[config.mk]
export PLATFORM = sky130hd
export DESIGN_NAME = branch_path
export DESIGN_NICKNAME = d
export VERILOG_FILES = /design/src/source/branch_pkg.sv /design/src/source/btb_if.sv /design/src/source/branch_lut.sv /design/src/source/branch_path.sv /design/src/source/branch_unit.sv /design/src/source/fetch_pc.sv
export VERILOG_INCLUDE_DIRS = /design/src /design/src/source
export SDC_FILE = /design/constraint.sdc
export NUM_CORES = 1
export LEC_CHECK = 0
export BUFFER_PORTS_ARGS = -buffer_cell sky130_fd_sc_hd__buf_2
export CAP_MARGIN = 20
export CORE_MARGIN = 10
export CORE_UTILIZATION = 55
export CTS_CLUSTER_SIZE = 8
export DETAILED_ROUTE_END_ITERATION = 10
export GPL_TIMING_DRIVEN = 0
export HOLD_SLACK_MARGIN = 0.06
export PLACE_DENSITY = 0.84
export SLEW_MARGIN = 10
export SYNTH_ARGS = -nofsm -noshare
export SYNTH_HDL_FRONTEND = slang
export SYNTH_SLANG_ARGS = --single-unit
[constraint.sdc]
create_clock -name clk -period 4.85 [get_ports clk]
set_input_delay 0.97 -clock clk [delete_from_list [all_inputs] [get_ports clk]]
set_output_delay 0.97 -clock clk [all_outputs]
set_load 0.02 [all_outputs]
[src/source/branch_consts.svh]
`default_nettype none

`ifndef BRANCH_CONSTS_SVH
`define BRANCH_CONSTS_SVH

// instruction address width.
`define ADDR_WIDTH 16

// jump opcode width.
`define JUMP_BITS 4

// one flush bit per pipeline register.
`define NUM_PIPE_MASKS 4

`define PIPE_REG_PC     4'b0001
`define PIPE_REG_IF_ID  4'b0010
`define PIPE_REG_ID_EX  4'b0100
`define PIPE_REG_EX_MEM 4'b1000

`define PIPE_FLUSH_ALL (`PIPE_REG_PC | `PIPE_REG_IF_ID | `PIPE_REG_ID_EX | `PIPE_REG_EX_MEM)

// direct mapped, indexed by low pc bits.
`define BTB_INDEX_BITS 4
`define BTB_DEPTH      (1 << `BTB_INDEX_BITS)

`endif

`default_nettype wire

[src/source/branch_pkg.sv]
`include "branch_consts.svh"
`default_nettype none

package branch_pkg;

  // jump opcodes as decoded in execute.
  typedef enum logic [`JUMP_BITS-1:0] {
    NOP = 4'd0,
    J   = 4'd1,  // unconditional.
    JR  = 4'd2,  // target from register.
    JEQ = 4'd3,
    JNE = 4'd4,
    JL  = 4'd5,
    JLE = 4'd6,
    JG  = 4'd7,
    JGE = 4'd8,
    JZ  = 4'd9,
    JNZ = 4'd10
  } jump_op_t;

  // one bit per pipeline register to clear.
  typedef logic [`NUM_PIPE_MASKS-1:0] flush_mask_t;

endpackage

`default_nettype wire

[src/source/btb_if.sv]
`timescale 1ns/10ps
`include "branch_consts.svh"
`default_nettype none

interface btb_if;

  logic                   write;       // one cycle strobe.
  logic [`ADDR_WIDTH-1:0] write_key;
  logic [`ADDR_WIDTH-1:0] write_val;

  logic [`ADDR_WIDTH-1:0] read_key;    // fetch pc.
  logic [`ADDR_WIDTH-1:0] read_val;
  logic                   read_valid;

  // training side, execute stage.
  modport update (
    output write,
    output write_key,
    output write_val
  );

  // lookup side, fetch stage.
  modport fetch (
    output read_key,
    input  read_val,
    input  read_valid
  );

  modport lut (
    input  write,
    input  write_key,
    input  write_val,
    input  read_key,
    output read_val,
    output read_valid
  );

endinterface

`default_nettype wire

[src/source/branch_lut.sv]
`timescale 1ns/10ps
`include "branch_consts.svh"
`default_nettype none

module branch_lut (
  input logic clk,
  input logic rst,
  btb_if.lut  btb
);

  localparam int TAG_BITS = `ADDR_WIDTH - `BTB_INDEX_BITS;

  logic [TAG_BITS-1:0]    tag_mem    [`BTB_DEPTH];
  logic [`ADDR_WIDTH-1:0] target_mem [`BTB_DEPTH];
  logic [`BTB_DEPTH-1:0]  valid;

  logic [`BTB_INDEX_BITS-1:0] wr_index;
  logic [TAG_BITS-1:0]        wr_tag;
  logic [`BTB_INDEX_BITS-1:0] rd_index;
  logic [TAG_BITS-1:0]        rd_tag;

  // low bits pick the entry, the rest is the tag.
  assign wr_index = btb.write_key[`BTB_INDEX_BITS-1:0];
  assign wr_tag   = btb.write_key[`ADDR_WIDTH-1:`BTB_INDEX_BITS];
  assign rd_index = btb.read_key[`BTB_INDEX_BITS-1:0];
  assign rd_tag   = btb.read_key[`ADDR_WIDTH-1:`BTB_INDEX_BITS];

  always_ff @(posedge clk) begin
    if (rst) begin
      valid <= '0;  // all entries empty.
    end else if (btb.write) begin
      valid[wr_index] <= 1'b1;
    end
  end

  always_ff @(posedge clk) begin
    if (btb.write) begin
      tag_mem[wr_index]    <= wr_tag;
      target_mem[wr_index] <= btb.write_val;  // replaces any older entry.
    end
  end

  // lookup is combinational on the fetch pc.
  always_comb begin
    btb.read_val   = target_mem[rd_index];
    btb.read_valid = valid[rd_index] && (tag_mem[rd_index] == rd_tag);
  end

endmodule

`default_nettype wire

[src/source/branch_path.sv]
`timescale 1ns/10ps
`include "branch_consts.svh"
`default_nettype none

module branch_path (
  input  logic                    clk,
  input  logic                    rst,
  input  logic                    zero,
  input  logic                    less,
  input  logic                    greater,
  input  branch_pkg::jump_op_t    jop,
  input  logic                    branch_taken,
  input  logic [`ADDR_WIDTH-1:0]  id_ex_pc,
  input  logic [`ADDR_WIDTH-1:0]  id_ex_reg_address,
  input  logic [`ADDR_WIDTH-1:0]  id_ex_imm_address,
  input  logic                    stall,
  output logic [`ADDR_WIDTH-1:0]  pc,
  output logic                    take_branch,
  output logic [`ADDR_WIDTH-1:0]  branch_predict,
  output branch_pkg::flush_mask_t flush,
  output logic [`ADDR_WIDTH-1:0]  jump_address
);

  btb_if btb ();

  branch_lut u_lut (
    .clk (clk),
    .rst (rst),
    .btb (btb)
  );

  branch_unit u_branch_unit (
    .zero              (zero),
    .less              (less),
    .greater           (greater),
    .branch_taken      (branch_taken),
    .jop               (jop),
    .id_ex_pc          (id_ex_pc),
    .id_ex_reg_address (id_ex_reg_address),
    .id_ex_imm_address (id_ex_imm_address),
    .flush             (flush),
    .jump_address      (jump_address),
    .btb               (btb)
  );

  fetch_pc u_fetch_pc (
    .clk          (clk),
    .rst          (rst),
    .stall        (stall),
    .flush        (flush),
    .jump_address (jump_address),
    .pc           (pc),
    .btb          (btb)
  );

  // prediction for the instruction now at pc.
  assign take_branch    = btb.read_valid;
  assign branch_predict = btb.read_val;

endmodule

`default_nettype wire

[src/source/branch_unit.sv]
`timescale 1ns/10ps
`include "branch_consts.svh"
`default_nettype none

module branch_unit (
  input  logic                      zero,
  input  logic                      less,
  input  logic                      greater,
  input  logic                      branch_taken,
  input  branch_pkg::jump_op_t      jop,
  input  logic [`ADDR_WIDTH-1:0]    id_ex_pc,
  input  logic [`ADDR_WIDTH-1:0]    id_ex_reg_address,
  input  logic [`ADDR_WIDTH-1:0]    id_ex_imm_address,
  output branch_pkg::flush_mask_t   flush,
  output logic [`ADDR_WIDTH-1:0]    jump_address,
  btb_if.update                     btb
);

  logic actual_taken;
  logic is_jr;
  logic mispredict;
  logic [`ADDR_WIDTH-1:0] fall_through;

  // resolve direction from the flags.
  always_comb begin
    actual_taken = 1'b0;
    case (jop)
      branch_pkg::J,
      branch_pkg::JR:  actual_taken = 1'b1;
      branch_pkg::JEQ,
      branch_pkg::JZ:  actual_taken = zero;
      branch_pkg::JNE,
      branch_pkg::JNZ: actual_taken = !zero;
      branch_pkg::JL:  actual_taken = less;
      branch_pkg::JLE: actual_taken = less | zero;     // equal counts.
      branch_pkg::JG:  actual_taken = greater;
      branch_pkg::JGE: actual_taken = greater | zero;  // equal counts.
      default:         actual_taken = 1'b0;            // nop and unused codes.
    endcase
  end

  assign is_jr = (jop == branch_pkg::JR);

  // register target is never predicted, so jr always redirects.
  assign mispredict = (actual_taken != branch_taken) || is_jr;

  assign flush = mispredict ? `PIPE_FLUSH_ALL : '0;

  assign fall_through = id_ex_pc + `ADDR_WIDTH'(1);

  always_comb begin
    if (is_jr) begin
      jump_address = id_ex_reg_address;
    end else if (!actual_taken) begin
      jump_address = fall_through;  // undo a wrong taken guess.
    end else begin
      jump_address = id_ex_imm_address;
    end
  end

  // train only on taken targets that a later lookup can reuse.
  assign btb.write     = mispredict && actual_taken && !is_jr;
  assign btb.write_key = id_ex_pc;
  assign btb.write_val = jump_address;

endmodule

`default_nettype wire

[src/source/fetch_pc.sv]
`timescale 1ns/10ps
`include "branch_consts.svh"
`default_nettype none

module fetch_pc (
  input  logic                    clk,
  input  logic                    rst,
  input  logic                    stall,
  input  branch_pkg::flush_mask_t flush,
  input  logic [`ADDR_WIDTH-1:0]  jump_address,
  output logic [`ADDR_WIDTH-1:0]  pc,
  btb_if.fetch                    btb
);

  logic redirect;

  assign redirect = (flush & `PIPE_REG_PC) != '0;

  // lookup runs on the current pc.
  assign btb.read_key = pc;

  always_ff @(posedge clk) begin
    if (rst) begin
      pc <= '0;
    end else if (redirect) begin
      pc <= jump_address;  // wins over stall.
    end else if (stall) begin
      pc <= pc;
    end else if (btb.read_valid) begin
      pc <= btb.read_val;  // follow prediction.
    end else begin
      pc <= pc + `ADDR_WIDTH'(1);
    end
  end

endmodule

`default_nettype wire
==> results of run 1 <==
[final cells by class]
class | count | area (um^2) | share of cell area (%)
Clock inverter | 6 | 56.3 | 0.235
Antenna cell | 1 | 2.50 | 0.0104
Tap cell | 468 | 586 | 2.44
Inverter | 6 | 22.5 | 0.0939
Multi-Input combinational cell | 533 | 5720 | 23.9
Timing Repair Buffer | 149 | 1170 | 4.88
Sequential cell | 484 | 14200 | 59.1
Buffer | 70 | 413 | 1.72
Clock buffer | 91 | 1830 | 7.64
[power groups by stage]
stage / clock (mW) / combinational [mW] / sequential [mW]
floorplan: 0 / 0.962 / 4.82
global placement: 0 / 1.43 / 4.83
detailed placement: 0 / 1.51 / 4.82
CTS: 4.28 / 1.53 / 4.74
global route: 4.45 / 1.64 / 4.74
finish: 4.26 / 1.56 / 4.75
[worst reg2reg max path, delay by kind of cell (launching register included)]
family / cells / cell delay, ps
flops: 1 / 300
mux: 2 / 430
compound gates: 3 / 870
buf+inv: 5 / 1170
simple gates: 2 / 730
[routing by layer]
metal  up-vias  wire [um]  GRT usage [%]
li1       4891          -              -
met1      6123      20200           33.1
met2      1003      26000           38.3
met3       163       7310           7.82
met4         6       2150           10.8
met5         -        166              0
[final timing paths]
path              cells past startpoint                    startpoint  slack (ps)                                       to
hold / removal                        2  u_lut.valid[15]$_SDFFE_PP0P_         480             u_lut.valid[15]$_SDFFE_PP0P_
setup reg to reg                     12                      register        1220  u_fetch_pc.btb.read_key[1]$_SDFFE_PP0N_
setup / recovery                     11                        jop[0]          70                          jump_address[5]
hold reg to reg                       2  u_lut.valid[15]$_SDFFE_PP0P_         480             u_lut.valid[15]$_SDFFE_PP0P_
[through the flow]
step                hold slack, ps  utilization (%)  instance area, um^2  setup WS, ps  total power [mW]
floorplan                      432                -                20200           350              5.79
global placement               442             58.6                21300         -1690              6.26
detailed placement             458             60.5                22000          -376              6.33
CTS                            469             65.8                23900          50.1              10.6
global route                   484             66.0                24000         -29.8              10.8
finish                         476             66.0                24000          72.7              10.6
[synthesized netlist by cell type, types with 8 or more instances]
cell type / number / area share [%]
a21oi_1: 8 / 0.20
a31oi_1: 16 / 0.50
a32o_1: 11 / 0.55
buf_2: 14 / 0.35
buf_4: 11 / 0.41
buf_6: 8 / 0.45
clkbuf_1: 36 / 0.67
dfxtp_1: 36 / 3.6
edfxtp_1: 448 / 67
mux2_2: 12 / 0.67
mux2i_1: 58 / 2.9
mux4_2: 117 / 13
nand2_1: 43 / 0.80
nand2b_1: 9 / 0.28
nand3_1: 13 / 0.32
nand4_1: 11 / 0.34
nor2_1: 52 / 0.97
nor2b_1: 10 / 0.31
nor3_1: 18 / 0.45
o21ai_0: 23 / 0.57
xnor2_1: 30 / 1.3
xor2_1: 8 / 0.35
[cell families (layout without fill, tap and decap cells)]
family,after synthesis,after routing
flip-flops,484,484
AND/OR/NAND/NOR,203,203
multiplexers,187,187
AO/OA/AOI/OAI,100,100
buffers and inverters,78,322
XOR/XNOR,38,38
adder cells (fa/ha/maj),5,5
other,0,1
[state kept, by name (all words and copies together), names as in the netlist, named ones only]
register and flops:
u_lut.valid 16, u_fetch_pc.btb.read_key 16, u_lut.target_mem 256, u_lut.tag_mem 192
[what timing repair did]
action | in CTS | in global routing
buffers inserted | 0 | 3
pin swaps | 0 | 1
setup endpoints to repair | 21 | 20
gates resized for setup | 14 | 9
==> results.toml, run 1 <==
[clock_network]
clock-sinks = 484
cts_buffer_depth = 3
cts-root-buf = "clkbuf_16"
clk_pin_slew_ps = 50
cts_made_buffers = 70
ctsHoldBuffers = 0
htree_levels = 3
cts_tree = "yes"
clock_latency_ps = 570

[hold_path]
hold_path_class = "register to register"

[synthesis]
synth_area_per_cell_um2 = 18.4
synth_area_um2 = 20100
synth_edf_count = 448
ys_types = 61
muxShareOfSynthArea_pct = 16.6
yosys.area_share.xor_xnor_pct = 1.65
synth_top_family_by_area = "multiplexers"
synth.net_count = 1159
synthCells = 1095
seq_area_frac_synth_pct = 70.4
ys_warn_count = 0
yosys.area_share.simple_pct = 5.44
ys_seq_elements = 484
synth_top_flop_cell = "edfxtp_1"
async_flop_share_pct = 0
synth_fa_ha_area_share_pct = 0.311
synth_compound_area_share_pct = 3.52

[sta]
finalSetupTns_ps = 0
period_share_pct = 98.5
tightest_slew_ps = 880
hold_viol_final = 0
slew_violations = 0
skew_ps = 19.9
min_period_ps = 4780
setup_viol = 0
fmax_ghz = 0.209
relSlewSlack_pct = 41.0

[drt]
drt_iter0_drc = 1840
wirelength_um = 55800
antenna_left = 0
drcViolationCount = 0
viasPerCell = 6.74
vias = 12186
routedWlPerCell_um = 30.9
first_pass_iters = 6

[critical_path]
cp_cell_sequence = "buf_2 > nand2b_1 > or2_2 > a21oi_1 > or2_1 > buf_2 > buf_2 > mux2i_1 > o21ai_1 > buf_4 > buf_2"
cp_slowest_stage_delay_ps = 610
cp.required_ps = 3880
cp.arrival_ps = 3810
endpoint_kind = "output port"
slowest_stage = "mux2i_1"
crit_buf_inv = 5
cpLargestDelayFamily = "buffers and inverters"
critPathMaxFanout = 17
path_class = "primary input to output port"
path_common_cell = "buf_2"
cp-start-kind = "primary input"

[placement]
gp_congestion = 0.931
io_buffers = 111
dp_hpwl_um = 36200
placed_cells = 1708

[die]
initial_core_util_pct = 55.4
coreArea_um2 = 36300
dieArea_um2 = 44700
die_w_um = 211
fp-row-count = 70
die_h_um = 211
io_pins = 112

[power]
seq_power_share_pct = 44.9
vdd_drop_max_v = 0.000362
internal_power_mw = 7.93
pwr-share-comb_pct = 14.8
p_leak_nw = 7.85
power_switching_mw = 2.64
power.density_nw_per_um2 = 441
p_sw_share_pct = 25.0
clkPwrFrac_pct = 40.3

[cells_and_area]
final_cell_mix = "448 x edfxtp_1, 117 x buf_2, 117 x mux4_2"
drive_above_1_share_pct = 31.9
num-nets-final = 1378
fin_cells = 1808
n_fill_cell = 2215
mostFrequentLayoutCell = "edfxtp_1"
syn2layout_area_growth_pct = 19.1

[status]
outcome = "finished clean"

[global_route]
antenna_found_initial = 3
grt_overflow = 0
grt_max_degree = 22
grt_pass1_vias = 12482
grt_use_total_pct = 25.2
grt_pass1_wl_um = 81700

[flow_run]
drv_cap = 0
(Power assumes the default switching activity.)
==> run 2: changes to the inputs <==
==> constraint.sdc (replaced) <==
create_clock -name clk -period 4.85 [get_ports clk]
set_input_delay 0.7275 -clock clk [delete_from_list [all_inputs] [get_ports clk]]
set_output_delay 0.7275 -clock clk [all_outputs]
set_load 0.02 [all_outputs]
==> run 2 against run 1 <==
  * Design area fell by 0.26%
  * Final cell count barely moved
  * Die area did not move
  * Worst hold slack got worse by 2.3 ps
  * Worst setup slack improved by 62 ps
  * Sequential cell count did not move
  * Sequential share of layout area rose by 0.15 points
  * Largest power group unchanged
==> results.toml, run 2 (same netlist as run 1, synthesis figures left out) <==
[die]
die_h_um = 211
coreArea_um2 = 36300
fp-row-count = 70
dieArea_um2 = 44700
initial_core_util_pct = 55.4
die_w_um = 211
io_pins = 112

[sta]
setup_viol = 0
hold_viol_final = 0
rsz0062_at_grt = "false"
relSlewSlack_pct = 32.1
hold_slack_ps = 473
slew_violations = 0
skew_ps = 20.2
period_share_pct = 97.2
fmax_ghz = 0.212
tightest_slew_ps = 1020
min_period_ps = 4720

[clock_network]
cts_made_buffers = 70
clk_pin_slew_ps = 60
cts_buffer_depth = 3
htree_levels = 3
cts-root-buf = "clkbuf_16"
post_cts_buffers = 0
cts_tree = "yes"
clock-sinks = 484
ctsHoldBuffers = 0
clock_latency_ps = 570

[critical_path]
cp.arrival_ps = 3990
r2r_setup_slack_ps = 1080
cp-start-kind = "register"
r2r_cells = 11
endpoint_kind = "output port"
reg2reg_to = "u_fetch_pc.btb.read_key[3]$_SDFFE_PP0N_"
path_class = "register to output port"
critPathMaxFanout = 10
cp.required_ps = 4120

[cells_and_area]
num-nets-final = 1377
syn2layout_area_growth_pct = 18.8
drive_above_1_share_pct = 31.3
final_cell_mix = "448 x edfxtp_1, 119 x buf_2, 117 x mux4_2"
regMostFlops = "u_lut.target_mem"
mostFrequentLayoutCell = "edfxtp_1"
top_regs = "u_lut.target_mem (256), u_lut.tag_mem (192)"
largest_register_ff_count = 256
utilization_pct = 65.8

[power]
report.power.total_mw = 10.6
clkPwrFrac_pct = 40.4
internal_power_mw = 7.92
p_leak_nw = 7.83
seq_power_share_pct = 44.9
power_switching_mw = 2.65
pwr-share-comb_pct = 14.7
power.density_nw_per_um2 = 442
p_sw_share_pct = 25.1
vdd_drop_max_v = 0.000363

[global_route]
grt_max_degree = 22
grt_use_total_pct = 25.2
antenna_found_initial = 3
grt_pass1_vias = 12481
grt_pass1_wl_um = 81700
grt_overflow = 0

[hold_path]
hold_path_class = "register to register"
worstHoldStart = "u_lut.valid[15]$_SDFFE_PP0P_"
timing.hold.worst_path_depth = 2
min_to = "u_lut.valid[15]$_SDFFE_PP0P_"

[drt]
routedWlPerCell_um = 30.8
antenna_left = 0
viasPerCell = 6.75
drt_iter0_drc = 1938
vias = 12190
first_pass_iters = 7
wirelength_um = 55700
drcViolationCount = 0

[placement]
gp_congestion = 0.931
dp_hpwl_um = 36200
io_buffers = 111

[flow_run]
drv_cap = 0

[status]
outcome = "finished clean"
-- run 2: changes by cell type in the layout (fill, tap and decap cells not counted), moves of 2 or more --
cell and delta:
clkbuf_2 -2, clkbuf_4 +5, buf_2 +2, clkbuf_1 +3, o21ai_1 +2, buf_4 -7
-- run 2: per-layer routing --
layer / routed length, um / part of all wire [%] / GRT usage [%]
met3: 7600 / 14 / 7.87
met2: 26100 / 47 / 38.5
met5: 27 / 0.048 / 0
met4: 2110 / 3.8 / 10.4
met1: 19900 / 36 / 33.0
-- run 2: what timing repair did --
item | 4_1_cts | 5_1_grt
hold endpoints to repair | 0 | 0
gates cloned | 0 | 0
resized for setup | 3 | 10
endpoints found under the setup margin | 17 | 15
-- run 2: worst max-delay path by stage --
stage | from | to
detailed placement | register | branch_predict[7]
finish | register | take_branch
CTS | register | branch_predict[13]
global route | register | branch_predict[0]
global placement | jop[2] | u_lut.target_mem[9][7]$_DFFE_PP_
floorplan | zero | u_lut.tag_mem[10][0]$_DFFE_PP_
-- run 2: cell type report --
class                   count  area [um^2]
multi-input cells         533         5690
diodes                      1         2.50
flip-flops and latches    484        14200
clock buffers              91         1830
well taps                 468          586
repair buffers            147         1140
fillers                  2222        12400
inverters                   6         22.5
plain buffers              71          408
clock inverters             6         56.3
-- run 2: critical path, stage by stage, from the launching register on --
cell and delay, ps:
dfxtp_1 330, buf_4 220, buf_6 220, buf_6 210, clkbuf_1 710, mux4_2 480
xnor2_1 220, nand4_1 200, nor4_1 550, buf_2 270
-- run 2: power groups by stage --
stage,clock network [mW],logic [mW],registers (mW)
2_1_floorplan,0,0.962,4.82
3_3_place_gp,0,1.43,4.83
3_5_place_dp,0,1.51,4.82
4_1_cts,4.28,1.52,4.74
5_1_grt,4.45,1.62,4.75
6_report,4.27,1.55,4.75
-- run 2: through the flow --
step	setup WS [ps]	TNS (ps)	instance area, um^2	cells
4_1_cts	33.3	0	23900	1804
2_1_floorplan	693	0	20200	1095
3_3_place_gp	-1450	-557780	21300	1674
3_5_place_dp	-133	-871	22000	1708
6_report	135	0	23900	1807
5_1_grt	64.6	0	23900	1807
